===== src/hw/m6502_pkg.sv =====
/*
 * Reduced MOS 6502 core definitions
 * Bus widths and types, the decoded operation, addressing mode,
 * register select, ALU function and sequencer state enums, and the
 * bit positions of N, V, Z and C in the status byte.
 */
`default_nettype none

package m6502_pkg;

   localparam int ADDR_W = 16;
   localparam int DATA_W = 8;

   typedef logic [ADDR_W-1:0] addr_t;
   typedef logic [DATA_W-1:0] data_t;

   typedef enum logic [5:0] {
      OP_NOP,
      OP_LDA, OP_LDX, OP_LDY,
      OP_STA, OP_STX, OP_STY,
      OP_ADC, OP_SBC, OP_AND, OP_ORA, OP_EOR, OP_CMP,
      OP_INX, OP_INY, OP_DEX, OP_DEY,
      OP_TAX, OP_TAY, OP_TXA, OP_TYA,
      OP_CLC, OP_SEC, OP_CLV,
      OP_BRANCH, OP_JMP
   } op_e;

   typedef enum logic [1:0] {
      MODE_IMPL,
      MODE_IMM,
      MODE_ZP,
      MODE_ABS
   } mode_e;

   typedef enum logic [1:0] {
      REG_NONE,
      REG_A,
      REG_X,
      REG_Y
   } reg_sel_e;

   typedef enum logic [2:0] {
      ALU_PASS,
      ALU_ADC,   // Also SBC with the operand inverted
      ALU_AND,
      ALU_OR,
      ALU_EOR,
      ALU_CMP,
      ALU_INC,
      ALU_DEC
   } alu_op_e;

   typedef enum logic [2:0] {
      ST_RESET_LO,
      ST_RESET_HI,
      ST_FETCH,
      ST_DECODE,
      ST_OPER_LO,
      ST_OPER_HI,
      ST_MEM,
      ST_EXEC
   } state_e;

   localparam int FLAG_N = 7;
   localparam int FLAG_V = 6;
   localparam int FLAG_Z = 1;
   localparam int FLAG_C = 0;

endpackage

`default_nettype wire


===== src/hw/m6502_decode.sv =====
/*
 * 6502 opcode decoder
 * Splits the opcode into aaa/bbb/cc and maps the supported
 * instructions to operation, addressing mode and registers.
 * Anything else decodes as a one-byte NOP.
 */
`default_nettype none

module m6502_decode (
   input  wire m6502_pkg::data_t  opcode_i,
   output m6502_pkg::op_e         op_o,
   output m6502_pkg::mode_e       mode_o,
   output m6502_pkg::reg_sel_e    src_o,
   output m6502_pkg::reg_sel_e    dst_o
);

   logic [2:0]       aaa;
   logic [2:0]       bbb;
   logic [1:0]       cc;
   m6502_pkg::mode_e mem_mode;
   logic             mem_ok;

   assign aaa    = opcode_i[7:5];
   assign bbb    = opcode_i[4:2];
   assign cc     = opcode_i[1:0];
   assign mem_ok = (mem_mode != m6502_pkg::MODE_IMPL);

   // Immediate sits at bbb=2 in group 01 and at bbb=0 in the others
   always_comb
   begin
      mem_mode = m6502_pkg::MODE_IMPL;
      case (bbb)
         3'd0: if (cc != 2'b01) mem_mode = m6502_pkg::MODE_IMM;
         3'd1: mem_mode = m6502_pkg::MODE_ZP;
         3'd2: if (cc == 2'b01) mem_mode = m6502_pkg::MODE_IMM;
         3'd3: mem_mode = m6502_pkg::MODE_ABS;
         default: ;
      endcase
   end

   always_comb
   begin
      op_o   = m6502_pkg::OP_NOP;
      mode_o = m6502_pkg::MODE_IMPL;
      src_o  = m6502_pkg::REG_NONE;
      dst_o  = m6502_pkg::REG_NONE;
      case (cc)
         2'b01:
            if (mem_ok && !(aaa == 3'b100 && mem_mode == m6502_pkg::MODE_IMM))
            begin
               mode_o = mem_mode;
               src_o  = m6502_pkg::REG_A;
               dst_o  = m6502_pkg::REG_A;
               case (aaa)
                  3'b000: op_o = m6502_pkg::OP_ORA;
                  3'b001: op_o = m6502_pkg::OP_AND;
                  3'b010: op_o = m6502_pkg::OP_EOR;
                  3'b011: op_o = m6502_pkg::OP_ADC;
                  3'b101: op_o = m6502_pkg::OP_LDA;
                  3'b111: op_o = m6502_pkg::OP_SBC;
                  3'b100:
                  begin
                     op_o  = m6502_pkg::OP_STA;
                     dst_o = m6502_pkg::REG_NONE;
                  end
                  default:
                  begin
                     op_o  = m6502_pkg::OP_CMP;   // Flags only
                     dst_o = m6502_pkg::REG_NONE;
                  end
               endcase
            end
         2'b10:
            if (bbb == 3'd2)
            begin
               case (aaa)
                  3'b100:
                  begin
                     op_o  = m6502_pkg::OP_TXA;
                     src_o = m6502_pkg::REG_X;
                     dst_o = m6502_pkg::REG_A;
                  end
                  3'b101:
                  begin
                     op_o  = m6502_pkg::OP_TAX;
                     src_o = m6502_pkg::REG_A;
                     dst_o = m6502_pkg::REG_X;
                  end
                  3'b110:
                  begin
                     op_o  = m6502_pkg::OP_DEX;
                     src_o = m6502_pkg::REG_X;
                     dst_o = m6502_pkg::REG_X;
                  end
                  default: ;
               endcase
            end
            else if (mem_ok && aaa == 3'b101)
            begin
               op_o   = m6502_pkg::OP_LDX;
               mode_o = mem_mode;
               dst_o  = m6502_pkg::REG_X;
            end
            else if (mem_ok && aaa == 3'b100 && mem_mode != m6502_pkg::MODE_IMM)
            begin
               op_o   = m6502_pkg::OP_STX;
               mode_o = mem_mode;
               src_o  = m6502_pkg::REG_X;
            end
         2'b00:
            if (bbb == 3'd4)
            begin
               op_o   = m6502_pkg::OP_BRANCH;   // Condition is in aaa
               mode_o = m6502_pkg::MODE_IMM;
            end
            else if (bbb == 3'd6)
            begin
               case (aaa)
                  3'b000: op_o = m6502_pkg::OP_CLC;
                  3'b001: op_o = m6502_pkg::OP_SEC;
                  3'b101: op_o = m6502_pkg::OP_CLV;
                  3'b100:
                  begin
                     op_o  = m6502_pkg::OP_TYA;
                     src_o = m6502_pkg::REG_Y;
                     dst_o = m6502_pkg::REG_A;
                  end
                  default: ;
               endcase
            end
            else if (bbb == 3'd2)
            begin
               case (aaa)
                  3'b100: op_o = m6502_pkg::OP_DEY;
                  3'b101: op_o = m6502_pkg::OP_TAY;
                  3'b110: op_o = m6502_pkg::OP_INY;
                  3'b111: op_o = m6502_pkg::OP_INX;
                  default: ;
               endcase
               src_o = (aaa == 3'b101) ? m6502_pkg::REG_A
                     : (aaa == 3'b111) ? m6502_pkg::REG_X : m6502_pkg::REG_Y;
               dst_o = (aaa == 3'b111) ? m6502_pkg::REG_X : m6502_pkg::REG_Y;
               if (!aaa[2])
               begin
                  src_o = m6502_pkg::REG_NONE;   // Stack ops, not kept
                  dst_o = m6502_pkg::REG_NONE;
               end
            end
            else if (aaa == 3'b010 && bbb == 3'd3)
            begin
               op_o   = m6502_pkg::OP_JMP;
               mode_o = m6502_pkg::MODE_ABS;
            end
            else if (mem_ok && aaa == 3'b101)
            begin
               op_o   = m6502_pkg::OP_LDY;
               mode_o = mem_mode;
               dst_o  = m6502_pkg::REG_Y;
            end
            else if (mem_ok && aaa == 3'b100 && mem_mode != m6502_pkg::MODE_IMM)
            begin
               op_o   = m6502_pkg::OP_STY;
               mode_o = mem_mode;
               src_o  = m6502_pkg::REG_Y;
            end
         default: ;
      endcase
   end

endmodule

`default_nettype wire


===== src/hw/m6502_alu.sv =====
/*
 * 6502 ALU and status flags
 * Combinational 8-bit result from register and operand, the N/V/Z/C
 * register updated on the flag strobe, and the branch test.
 */
`default_nettype none

module m6502_alu (
   input  wire                    clk,
   input  wire                    reset_n,
   input  wire m6502_pkg::op_e    op_i,
   input  wire [2:0]              cond_i,
   input  wire m6502_pkg::data_t  src_val_i,
   input  wire m6502_pkg::data_t  operand_i,
   input  wire                    flag_load_i,
   output m6502_pkg::data_t       result_o,
   output logic                   take_branch_o,
   output m6502_pkg::data_t       flags_o
);

   m6502_pkg::alu_op_e alu_op;
   logic               is_load;
   m6502_pkg::data_t   add_b;
   logic               add_cin;
   logic [8:0]         sum;
   logic               ovf;
   logic               flag_n;
   logic               flag_v;
   logic               flag_z;
   logic               flag_c;

   always_comb
   begin
      is_load = 1'b0;
      case (op_i)
         m6502_pkg::OP_LDA, m6502_pkg::OP_LDX, m6502_pkg::OP_LDY:
         begin
            alu_op  = m6502_pkg::ALU_PASS;
            is_load = 1'b1;
         end
         m6502_pkg::OP_ADC, m6502_pkg::OP_SBC: alu_op = m6502_pkg::ALU_ADC;
         m6502_pkg::OP_AND: alu_op = m6502_pkg::ALU_AND;
         m6502_pkg::OP_ORA: alu_op = m6502_pkg::ALU_OR;
         m6502_pkg::OP_EOR: alu_op = m6502_pkg::ALU_EOR;
         m6502_pkg::OP_CMP: alu_op = m6502_pkg::ALU_CMP;
         m6502_pkg::OP_INX, m6502_pkg::OP_INY: alu_op = m6502_pkg::ALU_INC;
         m6502_pkg::OP_DEX, m6502_pkg::OP_DEY: alu_op = m6502_pkg::ALU_DEC;
         default: alu_op = m6502_pkg::ALU_PASS;   // Transfers
      endcase
   end

   // Subtraction as A + ~M + carry in
   assign add_b   = (op_i == m6502_pkg::OP_SBC || op_i == m6502_pkg::OP_CMP) ? ~operand_i
                                                                             : operand_i;
   assign add_cin = (alu_op == m6502_pkg::ALU_CMP) ? 1'b1 : flag_c;
   assign sum     = {1'b0, src_val_i} + {1'b0, add_b} + {8'h00, add_cin};
   assign ovf     = (src_val_i[7] == add_b[7]) && (sum[7] != src_val_i[7]);

   always_comb
   begin
      case (alu_op)
         m6502_pkg::ALU_ADC, m6502_pkg::ALU_CMP: result_o = sum[7:0];
         m6502_pkg::ALU_AND: result_o = src_val_i & operand_i;
         m6502_pkg::ALU_OR:  result_o = src_val_i | operand_i;
         m6502_pkg::ALU_EOR: result_o = src_val_i ^ operand_i;
         m6502_pkg::ALU_INC: result_o = src_val_i + 8'd1;
         m6502_pkg::ALU_DEC: result_o = src_val_i - 8'd1;
         default:            result_o = is_load ? operand_i : src_val_i;
      endcase
   end

   always_ff @(posedge clk)
   begin
      if (!reset_n)
      begin
         flag_n <= 1'b0;
         flag_v <= 1'b0;
         flag_z <= 1'b0;
         flag_c <= 1'b0;
      end
      else if (flag_load_i)
      begin
         case (op_i)
            m6502_pkg::OP_CLC: flag_c <= 1'b0;
            m6502_pkg::OP_SEC: flag_c <= 1'b1;
            m6502_pkg::OP_CLV: flag_v <= 1'b0;
            m6502_pkg::OP_NOP, m6502_pkg::OP_STA, m6502_pkg::OP_STX, m6502_pkg::OP_STY,
            m6502_pkg::OP_BRANCH, m6502_pkg::OP_JMP: ;
            default:
            begin
               flag_n <= result_o[7];
               flag_z <= (result_o == 8'h00);
               if (alu_op == m6502_pkg::ALU_ADC || alu_op == m6502_pkg::ALU_CMP)
                  flag_c <= sum[8];   // For CMP no borrow means reg >= operand
               if (alu_op == m6502_pkg::ALU_ADC)
                  flag_v <= ovf;
            end
         endcase
      end
   end

   always_comb
   begin
      flags_o                    = '0;
      flags_o[m6502_pkg::FLAG_N] = flag_n;
      flags_o[m6502_pkg::FLAG_V] = flag_v;
      flags_o[m6502_pkg::FLAG_Z] = flag_z;
      flags_o[m6502_pkg::FLAG_C] = flag_c;
   end

   // cond_i[2:1] picks N, V, C or Z and cond_i[0] the wanted value
   always_comb
   begin
      case (cond_i[2:1])
         2'b00:   take_branch_o = (flag_n == cond_i[0]);
         2'b01:   take_branch_o = (flag_v == cond_i[0]);
         2'b10:   take_branch_o = (flag_c == cond_i[0]);
         default: take_branch_o = (flag_z == cond_i[0]);
      endcase
   end

   a_flags_hold: assert property (@(posedge clk) disable iff (!reset_n)
      !flag_load_i |=> $stable(flags_o));

endmodule

`default_nettype wire


===== src/hw/m6502_regs.sv =====
/*
 * 6502 register file
 * A, X and Y with writeback to the decoded target and the
 * source register read out for the ALU and for stores.
 */
`default_nettype none

module m6502_regs (
   input  wire                      clk,
   input  wire                      reset_n,
   input  wire                      reg_load_i,
   input  wire m6502_pkg::reg_sel_e dst_i,
   input  wire m6502_pkg::reg_sel_e src_i,
   input  wire m6502_pkg::data_t    result_i,
   output m6502_pkg::data_t         src_val_o,
   output m6502_pkg::data_t         store_data_o
);

   m6502_pkg::data_t reg_a;
   m6502_pkg::data_t reg_x;
   m6502_pkg::data_t reg_y;

   always_ff @(posedge clk)
   begin
      if (!reset_n)
      begin
         reg_a <= '0;
         reg_x <= '0;
         reg_y <= '0;
      end
      else if (reg_load_i)
      begin
         case (dst_i)
            m6502_pkg::REG_A: reg_a <= result_i;
            m6502_pkg::REG_X: reg_x <= result_i;
            m6502_pkg::REG_Y: reg_y <= result_i;
            default: ;   // CMP, stores and flag ops
         endcase
      end
   end

   always_comb
   begin
      case (src_i)
         m6502_pkg::REG_A: src_val_o = reg_a;
         m6502_pkg::REG_X: src_val_o = reg_x;
         m6502_pkg::REG_Y: src_val_o = reg_y;
         default:          src_val_o = '0;
      endcase
   end

   assign store_data_o = src_val_o;

endmodule

`default_nettype wire


===== src/hw/m6502_control.sv =====
/*
 * 6502 bus sequencer
 * Reads the reset vector, then fetches each instruction with its
 * operand bytes and data access, one bus request at a time held until
 * ready. Owns the PC and raises the execute strobes.
 */
`default_nettype none

module m6502_control #(
   parameter m6502_pkg::addr_t RESET_VECTOR = 16'hFFFC
) (
   input  wire                    clk,
   input  wire                    reset_n,
   input  wire m6502_pkg::data_t  rd_data_i,
   input  wire                    ready_i,
   input  wire m6502_pkg::op_e    op_i,
   input  wire m6502_pkg::mode_e  mode_i,
   input  wire                    take_branch_i,
   input  wire m6502_pkg::data_t  store_data_i,
   output m6502_pkg::addr_t       addr_o,
   output m6502_pkg::data_t       wr_data_o,
   output logic                   wr_en_o,
   output logic                   rd_req_o,
   output m6502_pkg::data_t       opcode_o,
   output m6502_pkg::data_t       operand_o,
   output logic                   reg_load_o,
   output logic                   flag_load_o
);

   m6502_pkg::state_e state;
   m6502_pkg::addr_t  pc;
   m6502_pkg::addr_t  pc_next;   // PC of the following instruction
   m6502_pkg::addr_t  pc_new;
   m6502_pkg::data_t  addr_lo;
   m6502_pkg::data_t  addr_hi;
   logic              is_store;

   assign is_store = (op_i == m6502_pkg::OP_STA) || (op_i == m6502_pkg::OP_STX)
                   || (op_i == m6502_pkg::OP_STY);

   always_comb
   begin
      case (mode_i)
         m6502_pkg::MODE_IMPL: pc_next = pc + 16'd1;
         m6502_pkg::MODE_ABS:  pc_next = pc + 16'd3;
         default:              pc_next = pc + 16'd2;
      endcase
      if (op_i == m6502_pkg::OP_JMP)
         pc_new = {addr_hi, addr_lo};
      else if (op_i == m6502_pkg::OP_BRANCH && take_branch_i)
         pc_new = pc_next + {{8{operand_o[7]}}, operand_o};   // Signed offset
      else
         pc_new = pc_next;
   end

   always_ff @(posedge clk)
   begin
      if (!reset_n)
      begin
         state    <= m6502_pkg::ST_RESET_LO;
         rd_req_o <= 1'b0;
         wr_en_o  <= 1'b0;
      end
      else
      begin
         case (state)
            m6502_pkg::ST_RESET_LO:
               if (!rd_req_o)
               begin
                  rd_req_o <= 1'b1;
                  addr_o   <= RESET_VECTOR;
               end
               else if (ready_i)
               begin
                  addr_lo <= rd_data_i;
                  addr_o  <= RESET_VECTOR + 16'd1;
                  state   <= m6502_pkg::ST_RESET_HI;
               end
            m6502_pkg::ST_RESET_HI:
               if (ready_i)
               begin
                  pc     <= {rd_data_i, addr_lo};
                  addr_o <= {rd_data_i, addr_lo};   // First fetch follows at once
                  state  <= m6502_pkg::ST_FETCH;
               end
            m6502_pkg::ST_FETCH:
               if (ready_i)
               begin
                  opcode_o <= rd_data_i;
                  rd_req_o <= 1'b0;
                  state    <= m6502_pkg::ST_DECODE;
               end
            m6502_pkg::ST_DECODE:
               if (mode_i == m6502_pkg::MODE_IMPL)
                  state <= m6502_pkg::ST_EXEC;
               else
               begin
                  rd_req_o <= 1'b1;
                  addr_o   <= pc + 16'd1;
                  state    <= m6502_pkg::ST_OPER_LO;
               end
            m6502_pkg::ST_OPER_LO:
               if (ready_i)
               begin
                  operand_o <= rd_data_i;
                  addr_lo   <= rd_data_i;
                  case (mode_i)
                     m6502_pkg::MODE_ZP:
                     begin
                        addr_o   <= {8'h00, rd_data_i};
                        rd_req_o <= !is_store;
                        wr_en_o  <= is_store;
                        state    <= m6502_pkg::ST_MEM;
                     end
                     m6502_pkg::MODE_ABS:
                     begin
                        addr_o <= pc + 16'd2;
                        state  <= m6502_pkg::ST_OPER_HI;
                     end
                     default:
                     begin
                        rd_req_o <= 1'b0;
                        state    <= m6502_pkg::ST_EXEC;
                     end
                  endcase
               end
            m6502_pkg::ST_OPER_HI:
               if (ready_i)
               begin
                  addr_hi <= rd_data_i;
                  if (op_i == m6502_pkg::OP_JMP)
                  begin
                     rd_req_o <= 1'b0;
                     state    <= m6502_pkg::ST_EXEC;
                  end
                  else
                  begin
                     addr_o   <= {rd_data_i, addr_lo};
                     rd_req_o <= !is_store;
                     wr_en_o  <= is_store;
                     state    <= m6502_pkg::ST_MEM;
                  end
               end
            m6502_pkg::ST_MEM:
               if (ready_i)
               begin
                  if (rd_req_o)
                     operand_o <= rd_data_i;   // Data byte replaces the address byte
                  rd_req_o <= 1'b0;
                  wr_en_o  <= 1'b0;
                  state    <= m6502_pkg::ST_EXEC;
               end
            default:
            begin
               pc       <= pc_new;
               addr_o   <= pc_new;
               rd_req_o <= 1'b1;
               state    <= m6502_pkg::ST_FETCH;
            end
         endcase
      end
   end

   assign wr_data_o   = store_data_i;   // Register is stable for the whole store
   assign reg_load_o  = (state == m6502_pkg::ST_EXEC);
   assign flag_load_o = (state == m6502_pkg::ST_EXEC);

   a_one_request: assert property (@(posedge clk) disable iff (!reset_n)
      !(rd_req_o && wr_en_o));

   a_request_held: assert property (@(posedge clk) disable iff (!reset_n)
      (rd_req_o || wr_en_o) && !ready_i |=> $stable(addr_o) && (rd_req_o || wr_en_o));

endmodule

`default_nettype wire


===== src/hw/m6502_cpu.sv =====
/*
 * Reduced MOS 6502 core
 * Sequencer, decoder, ALU and registers on one 8-bit
 * request/ready memory bus.
 */
`default_nettype none

module m6502_cpu #(
   parameter m6502_pkg::addr_t RESET_VECTOR = 16'hFFFC
) (
   input  wire                    clk,
   input  wire                    reset_n,
   output m6502_pkg::addr_t       addr_o,
   input  wire m6502_pkg::data_t  rd_data_i,
   output m6502_pkg::data_t       wr_data_o,
   output logic                   wr_en_o,
   output logic                   rd_req_o,
   input  wire                    ready_i
);

   m6502_pkg::data_t    opcode;
   m6502_pkg::data_t    operand;
   m6502_pkg::op_e      op;
   m6502_pkg::mode_e    mode;
   m6502_pkg::reg_sel_e src;
   m6502_pkg::reg_sel_e dst;
   m6502_pkg::data_t    src_val;
   m6502_pkg::data_t    store_data;
   m6502_pkg::data_t    result;
   logic                take_branch;
   logic                reg_load;
   logic                flag_load;

   m6502_control #(
      .RESET_VECTOR (RESET_VECTOR)
   ) control_i (
      .clk           (clk),
      .reset_n       (reset_n),
      .rd_data_i     (rd_data_i),
      .ready_i       (ready_i),
      .op_i          (op),
      .mode_i        (mode),
      .take_branch_i (take_branch),
      .store_data_i  (store_data),
      .addr_o        (addr_o),
      .wr_data_o     (wr_data_o),
      .wr_en_o       (wr_en_o),
      .rd_req_o      (rd_req_o),
      .opcode_o      (opcode),
      .operand_o     (operand),
      .reg_load_o    (reg_load),
      .flag_load_o   (flag_load)
   );

   m6502_decode decode_i (
      .opcode_i (opcode),
      .op_o     (op),
      .mode_o   (mode),
      .src_o    (src),
      .dst_o    (dst)
   );

   m6502_alu alu_i (
      .clk           (clk),
      .reset_n       (reset_n),
      .op_i          (op),
      .cond_i        (opcode[7:5]),   // Branch condition field
      .src_val_i     (src_val),
      .operand_i     (operand),
      .flag_load_i   (flag_load),
      .result_o      (result),
      .take_branch_o (take_branch),
      .flags_o       ()               // Status byte, visible in the hierarchy
   );

   m6502_regs regs_i (
      .clk          (clk),
      .reset_n      (reset_n),
      .reg_load_i   (reg_load),
      .dst_i        (dst),
      .src_i        (src),
      .result_i     (result),
      .src_val_o    (src_val),
      .store_data_o (store_data)
   );

endmodule

`default_nettype wire


===== config.mk =====
export PLATFORM = sky130hd
export DESIGN_NAME = m6502_cpu
export DESIGN_NICKNAME = d
export VERILOG_FILES = /design/src/hw/m6502_pkg.sv /design/src/hw/m6502_decode.sv /design/src/hw/m6502_alu.sv /design/src/hw/m6502_regs.sv /design/src/hw/m6502_control.sv /design/src/hw/m6502_cpu.sv
export SDC_FILE = /design/constraint.sdc
export NUM_CORES = 1
export LEC_CHECK = 0
export BUFFER_PORTS_ARGS = -buffer_cell sky130_fd_sc_hd__buf_2
export CAP_MARGIN = 20
export CELL_PAD_IN_SITES_DETAIL_PLACEMENT = 0
export CELL_PAD_IN_SITES_GLOBAL_PLACEMENT = 1
export CORE_ASPECT_RATIO = 1.1
export CORE_MARGIN = 3
export CORE_UTILIZATION = 45
export CTS_BUF_LIST = sky130_fd_sc_hd__clkbuf_2 sky130_fd_sc_hd__clkbuf_4 sky130_fd_sc_hd__clkbuf_8
export DETAILED_ROUTE_END_ITERATION = 10
export GPL_TIMING_DRIVEN = 0
export PLACE_DENSITY = 0.87
export SLEW_MARGIN = 30
export SYNTH_ARGS = -nofsm -noshare
export SYNTH_HDL_FRONTEND = slang
export SYNTH_SLANG_ARGS = --single-unit

===== constraint.sdc =====
create_clock -name clk -period 6.76 [get_ports clk]
set_input_delay 0.338 -clock clk [delete_from_list [all_inputs] [get_ports clk]]
set_output_delay 0.338 -clock clk [all_outputs]
set_load 0.05 [all_outputs]

**After elaboration in Yosys (flattened, before gate mapping)**

Index checks and enable logic that the tools add are counted.

- Flip-flop bits (word level): 97
- Latch bits: 0
- Bits in writable memories: 0
- Bits in read-only memories: 0
- Input port bits: 11
- Output and inout port bits: 26
- Word-level logic and storage cells: 284
- Memories: 0

- Add/subtract/negate cells: 8
- $mul: 0
- Divide/modulo/power cells: 0
- Order comparisons: 0
- Eq/ne operators: 83
- Shifts and indexed selects: 0
- Mux-type cells: 111
- Bitwise operators: 10
- Reductions and logical operators: 56

Operators with widths:

| cell | count |
|---|---|
| 16-bit two-way mux | 9 |
| 16-bit one-hot mux with 2 select lines | 3 |
| 16-bit one-hot mux with 6 select lines | 1 |
| 2-bit two-way mux | 30 |
| 8-bit two-way mux | 7 |
| 6-bit by 4-bit == test with 1-bit output, second input constant | 8 |
| 6-bit two-way mux | 8 |
| 8-bit one-hot mux with 6 select lines | 1 |
| 3-bit == test, second input constant | 14 |
| 3-bit one-hot mux with 7 select lines | 2 |
| 5-bit one-hot mux with 4 select lines | 2 |
| 6-bit by 5-bit == test with 1-bit output, second input constant | 6 |
| 16-bit by 2-bit adder with 16-bit output, second input constant | 2 |
| 8-bit one-hot mux with 2 select lines | 2 |
| 4-bit one-hot mux with 7 select lines | 1 |
| 3-bit two-way mux | 9 |
| 3-bit by 2-bit == test with 1-bit output, second input constant | 8 |
| 6-bit by 3-bit == test with 1-bit output, second input constant | 4 |
| 8-bit one-hot mux with 3 select lines | 1 |
| 1-bit two-way mux | 20 |
| 2-bit != test, second input constant | 9 |
| 2-bit one-hot mux with 3 select lines | 3 |
| 6-bit one-hot mux with 3 select lines | 1 |
| 3-bit AND reduction | 6 |
| 47 further kinds | 111 |

**Logic depth before layout (Yosys ltp)**

- Depth in word-level cells: 23
- Depth in mapped cells: 27
- Gate-level depth less buffers: 24

**Hierarchy**

A second synthesis with hierarchy kept.

- Cells, all modules: 1202
- Area total of the unflattened synthesis: 9786.9 sq um

By module, submodules not included:

| module | instances | cells an instance | area each (sq um) | sequential area each (sq um) |
|---|---|---|---|---|
| m6502_control | 1 | 687 | 5826.8 | 2021.9 |
| m6502_alu | 1 | 269 | 1943.1 | 80.1 |
| m6502_regs | 1 | 116 | 1189.9 | 480.5 |
| m6502_decode | 1 | 130 | 827.0 | 0.0 |

**Worst setup path before layout**

Ideal clock, no wire load.

- Path kind: flip-flop to flip-flop
- Start point: register control_i.opcode_o[6]
- End point: register regs_i.reg_a[7]
- Setup time: 0.169 ns
- Arrival: 5.066 ns
- Data required time: 6.591 ns
- Setup slack: 1.526 ns
- Stages on the path, launching flop included: 19
- Path buffers: 2
- Period minus slack after synthesis: 5.234 ns
- Path through: edfxtp_1 buf_6 nand4bb_4 a31oi_4 a31oi_1 buf_6 mux2i_1 o21ai_0 ha_1 a21o_1 a21oi_1 o21bai_1 a21oi_1 o21ai_0 xor2_1 a22oi_1 o21ai_0 a21oi_2 a21oi_1

- Elaborated cells between the ends (all ways): 107
- Classes of those cells: add/sub (4); eq/ne (31); mux (51); bitwise (3); reduce/logical (18)

RTL lines:

| item | line | source |
|---|---|---|
| from (decl) | m6502_control.sv:24 | `output m6502_pkg::data_t opcode_o,` |
| from (signal assigned) | m6502_control.sv:89 | `opcode_o <= rd_data_i;` |
| 3-bit == test | n/a |  |
| 1-bit logical AND (2 in series) | m6502_decode.sv:104, m6502_decode.sv:160 |  |
| 2-bit two-way mux | m6502_decode.sv:160 | `else if (mem_ok && aaa == 3'b100 && mem_mode != m6502_pkg::MODE_IMM)` |
| 2-bit two-way mux | m6502_decode.sv:154 | `else if (mem_ok && aaa == 3'b101)` |
| 2-bit two-way mux | m6502_decode.sv:149 | `else if (aaa == 3'b010 && bbb == 3'd3)` |
| 2-bit two-way mux | m6502_decode.sv:131 | `else if (bbb == 3'd2)` |
| 2-bit two-way mux | m6502_decode.sv:116 | `else if (bbb == 3'd6)` |
| 2-bit two-way mux | m6502_decode.sv:111 | `if (bbb == 3'd4)` |
| 2-bit one-hot mux with 3 select lines * | m6502_decode.sv:47 | `case (cc)` |
| 2-bit == test / 2-bit by 1-bit == test with 1-bit output (equally long branches) | m6502_regs.sv:44 | `case (src_i)` |
| 8-bit one-hot mux with 3 select lines * | m6502_regs.sv:44 |  |
| net wr_data_o[1] | m6502_cpu.sv:15 | `output m6502_pkg::data_t wr_data_o,` |
| 8-bit by 8-bit adder with 9-bit output | m6502_alu.sv:56 | `assign sum = {1'b0, src_val_i} + {1'b0, add_b} + {8'h00, add_cin};` |
| 9-bit by 1-bit adder with 9-bit output | m6502_alu.sv:56 |  |
| 8-bit one-hot mux with 6 select lines * | m6502_alu.sv:61 | `case (alu_op)` |
| to (signal assigned) | m6502_regs.sv:34 | `m6502_pkg::REG_A: reg_a <= result_i;` |
| to (decl) | m6502_regs.sv:19 | `m6502_pkg::data_t reg_a;` |

The timed path passes the listed nets; every way through them passes the cells marked *.
A chain may end at the register's enable or synchronous reset.

**Worst setup path in the final report**

- Start point: register control_i.opcode_o[7]
- End point: register control_i.pc[12] (data pin)

- Cells in the longest elaborated chain, start to end: 16
- Elaborated cells between the ends (all ways): 53
- Classes of those cells: add/sub (1); eq/ne (12); mux (29); reduce/logical (11)

RTL lines:

| item | line | source |
|---|---|---|
| 3-bit == test | n/a |  |
| 1-bit logical AND (2 in series) | m6502_decode.sv:104, m6502_decode.sv:160 |  |
| 2-bit two-way mux | m6502_decode.sv:104, m6502_decode.sv:160 |  |
| 2-bit two-way mux | m6502_decode.sv:98 | `else if (mem_ok && aaa == 3'b101)` |
| 2-bit two-way mux | m6502_decode.sv:149 |  |
| 2-bit two-way mux | m6502_decode.sv:131 |  |
| 2-bit two-way mux | m6502_decode.sv:116 |  |
| 2-bit two-way mux | m6502_decode.sv:111 |  |
| 2-bit one-hot mux with 3 select lines | m6502_decode.sv:47 |  |
| 2-bit == test / 2-bit logical NOT (equally long branches) | m6502_control.sv:43 | `case (mode_i)` |
| 16-bit one-hot mux with 2 select lines | m6502_control.sv:43 |  |
| 16-bit adder | m6502_control.sv:51 | `pc_new = pc_next + {{8{operand_o[7]}}, operand_o};` |
| 16-bit two-way mux | m6502_control.sv:50 | `else if (op_i == m6502_pkg::OP_BRANCH && take_branch_i)` |
| 16-bit two-way mux * | m6502_control.sv:48 | `if (op_i == m6502_pkg::OP_JMP)` |
| 16-bit one-hot mux with 2 select lines * | m6502_control.sv:66 | `case (state)` |
| to (signal assigned) | m6502_control.sv:82 | `pc <= {rd_data_i, addr_lo};` |
| to (signal assigned) | m6502_control.sv:155 | `pc <= pc_new;` |
| to (decl) | m6502_control.sv:31 | `m6502_pkg::addr_t pc;` |

Every way passes the cells marked *; elsewhere a longest branch is shown, timed or not.

==> impl_metrics.py <==
metrics = {
    "drt": {
        "drt_wl_total_um": 29000,
        "drt_iter0_drc": 905,
        "vias_per_cell": 6.267,
        "wl_per_cell_um": 21.26,
        "num_vias": 8548,
        "dr.pass1.iters": 6,
        "drtAntennaViolNets": 0,
        "drc": 0,
    },
    "timing": {
        "clock.fmax_ghz": 0.1574,
        "fin_crit_sh_pct": 93.98,
        "slew_headroom_pct": 38.27,
        "final-hold-violation-count": 0,
        "holdWs_ps": 299.0,
        "finalSetupViolations": 0,
        "finalSetupTns_ps": 0,
        "period_needed_ps": 6353,
        "clock_skew_ps": 21.79,
        "layout_setup_ws_ps": 406.6,
        "rsz0062_at_grt": "no",
        "maxSlewViolCount": 0,
        "worst_pin_slew_ps": 916.3,
    },
    "finish": {
        "final-seq-area_sq_um": 2582,
        "fillerInstances": 1880,
        "final_util_pct": 49.85,
        "final_cells": 1364,
        "multi_input_area_sq_um": 5896,
        "antennaDiodeCount": 0,
        "nets": 1179,
        "drive_gt1_share_pct": 10.83,
        "area_growth_syn_to_layout_pct": 7.978,
    },
    "logic_synthesis": {
        "synth.avg_cell_area_sq_um": 8.365,
        "ys_seq_elements": 97,
        "syn-num-nets": 1132,
        "yosys.area.top_type": "edfxtp_1",
        "synthCells": 1065,
        "synth_area_sq_um": 8909,
        "netlist_top_cells_area": "edfxtp_1 22%, dfxtp_1 7.4%, ha_1 7.3%, nand2_1 4.8%, xnor2_1 4.6%",
        "ys.flop_type": "edfxtp_1",
        "async_flop_share_pct": 0,
        "synth_edf_count": 64,
        "yosysTopAreaCellShare_pct": 21.57,
        "synth_warnings": 0,
        "yosysUniqueCellTypes": 92,
        "ys_seq_area_share_pct": 28.99,
    },
    "place": {
        "dp_hpwl_um": 21900,
        "pre_cts_slack_ps": 390.8,
        "gp_congestion": 0.9614,
        "dp_cells": 1348,
        "portBuffers": 34,
    },
    "clocking": {
        "clk_latency_ps": 400,
        "cts_hold_buf": 0,
        "cts_tree": "built",
        "clockRootBuffer": "clkbuf_8",
        "post_cts_buffers": 0,
        "h-tree-depth": 3,
        "cts_resized": 0,
        "cts_max_path_buffers": 2,
        "clkSinkCount": 97,
        "path_clk_slew_ps": 110,
        "cts_buffers": 9,
    },
    "worst_setup_path": {
        "cpPeakStageDelay_ps": 450,
        "cp.arrival_ps": 6480,
        "endpoint_kind": "register",
        "startpoint_type": "register",
        "slowest_stage": "buf_1",
        "crit_family": "compound AO/OA/AOI/OAI gates",
        "critPathRequiredTime_ps": 6880,
        "criticalPathCategory": "register to register",
        "crit_fanout": 10,
        "critPathBufInv": 5,
    },
    "floorplan": {
        "rows": 53,
        "core_sq_um": 19300,
        "ioPinCount": 37,
        "die_x_um": 140.2,
        "initial_core_util_pct": 46.16,
        "fp.dieH_um": 153.6,
        "dieArea_sq_um": 21520,
    },
    "pwr": {
        "p_leak_nw": 3.530,
        "cellPowerDensity_nw_per_um2": 143.9,
        "ir_drop_v": 0.0001076,
    },
    "global_routing": {
        "grt_max_degree": 18,
        "track_usage_pct": 26.68,
        "grt_overflow": 0,
        "grt_pass1_wl_um": 45610,
        "grt_pass1_vias": 8105,
        "antenna_found_initial": 0,
    },
    "hold_path": {
        "hold_path_class": "primary input to register",
    },
    "run": {
        "drv_cap": 0,
    },
    "outcome": {
        "status": "complete, no violations",
    },
}
[layout make-up]
| class | count | area share, % |
|---|---|---|
| multi-input combinational | 861 | 61.29 |
| sequential | 97 | 26.85 |
| buffer | 69 | 3.369 |
| tap | 247 | 3.213 |
| timing repair buffer | 36 | 1.899 |
| inverter | 38 | 1.483 |
| clock buffer | 10 | 1.431 |
| clock inverter | 6 | 0.4683 |
[per-layer routing]
| metal | vias to the layer above | part of all wire (%) | GRT usage [%] |
|---|---|---|---|
| li1 | 4012 | - | - |
| met1 | 4033 | 40 | 34.63 |
| met2 | 423 | 47 | 43.96 |
| met3 | 80 | 7.8 | 3.390 |
| met4 | 0 | 5.1 | 12.87 |
| met5 | - | 0 | 0 |
[logic make-up after synthesis]
kind of cell	count (synthesis)	share of synthesized area (%)
DFF	97	28.99
muxes	50	5.885
and+or+nand+nor	354	20.08
AOI/OAI and AO/OA	331	24.72
adders and majority gates	56	8.202
xor gates and xnor gates	70	6.882
buffers and inverters	107	5.239
[placed cells by master, fill, tap and decap left out, types with 9 or more instances in the layout]
cell type | synthesis | layout
mux2i_1 | 40 | 40
clkbuf_1 | 45 | 45
o22ai_1 | 22 | 22
nand3_1 | 24 | 24
a21o_1 | 15 | 15
nand4_1 | 9 | 9
xnor2_1 | 47 | 47
edfxtp_1 | 64 | 64
clkbuf_8 | 0 | 10
nor3_1 | 23 | 20
nand2_1 | 113 | 113
o21ai_1 | 7 | 12
o21bai_1 | 11 | 11
xor2_1 | 23 | 23
buf_4 | 8 | 9
a21oi_1 | 77 | 76
and2_1 | 9 | 9
nor2_1 | 82 | 82
a211oi_1 | 10 | 10
nor2b_1 | 30 | 30
and3_1 | 10 | 10
ha_1 | 52 | 52
o21ai_0 | 79 | 73
inv_1 | 33 | 33
a221oi_1 | 13 | 13
dfxtp_1 | 33 | 33
buf_2 | 10 | 45
a22oi_1 | 9 | 9
a31oi_1 | 12 | 12
nand2b_1 | 11 | 11
[path summary, 6_finish.rpt]
check	cells after the start	start	slack, ps	endpoint
min reg2reg	2	regs_i.reg_y[3]$_SDFFE_PN0P_	460	regs_i.reg_y[3]$_SDFFE_PN0P_
max reg2reg	25	control_i.opcode_o[7]$_DFFE_PP_	410	control_i.pc[12]$_DFFE_PP_
max	25	control_i.opcode_o[7]$_DFFE_PP_	410	control_i.pc[12]$_DFFE_PP_
min	1	rd_data_i[6]	300	control_i.addr_hi[6]$_DFFE_PP_
[worst reg2reg max path, cell delays in order (launching register included)]
cell and delay (ps):
edfxtp_1 390, buf_2 200, buf_4 200, buf_2 210
nand2_1 100, nand2_1 50, nand2_1 80, a32oi_1 50
o31a_1 370, ha_1 400, clkbuf_1 420, buf_1 450
o21ai_0 280, ha_1 300, fa_1 430, a21oi_1 140
o21bai_1 100, a21o_1 190, a21o_1 190, a21oi_1 200
o21ai_0 180, a311oi_1 370, xnor2_1 100, mux2_2 270
mux2i_1 270, o21ai_0 140
[Yosys cell counts (5+ instances only)]
master / n
nor3_1: 23
dfxtp_1: 33
a211oi_1: 10
clkbuf_1: 45
nor2_1: 82
o21bai_1: 11
nand2_1: 113
and2_1: 9
o22ai_1: 22
mux2i_1: 40
nor4_1: 5
a22o_1: 8
buf_2: 10
nand4_1: 9
xor2_1: 23
and3_1: 10
o21a_1: 5
nor3b_1: 6
o21ai_1: 7
o21ai_0: 79
edfxtp_1: 64
buf_4: 8
a22oi_1: 9
ha_1: 52
nand2b_1: 11
a221oi_1: 13
a21o_1: 15
a31oi_1: 12
inv_1: 33
nand3_1: 24
a311oi_1: 5
a21oi_1: 77
mux2_2: 6
xnor2_1: 47
nor2b_1: 30
[stage by stage]
| stage | total power [W] | area [sq um] |
|---|---|---|
| finish | 0.001384 | 9619 |
| global route | 0.001439 | 9619 |
| CTS | 0.001382 | 9610 |
| detailed placement | 0.001014 | 9428 |
| global placement | 0.001011 | 9388 |
| floorplan | 0.0009148 | 8909 |
[flip-flops by register name (all words and copies together) (netlist names), 8 cells and up]
register / count
control_i.addr_o: 16
control_i.pc: 16
control_i.addr_hi: 8
control_i.addr_lo: 8
control_i.opcode_o: 8
control_i.operand_o: 8
regs_i.reg_a: 8
regs_i.reg_x: 8
regs_i.reg_y: 8
[power breakdown]
| group | total [W] | internal, W | switching (W) |
|---|---|---|---|
| Sequential | 0.000675 | 0.000663 | 0.0000124 |
| Combinational | 0.000334 | 0.0000995 | 0.000235 |
| Clock | 0.000375 | 0.000147 | 0.000227 |
| Total | 0.00138 | 0.000910 | 0.000474 |
No activity file was read; power rests on OpenSTA's default activity.
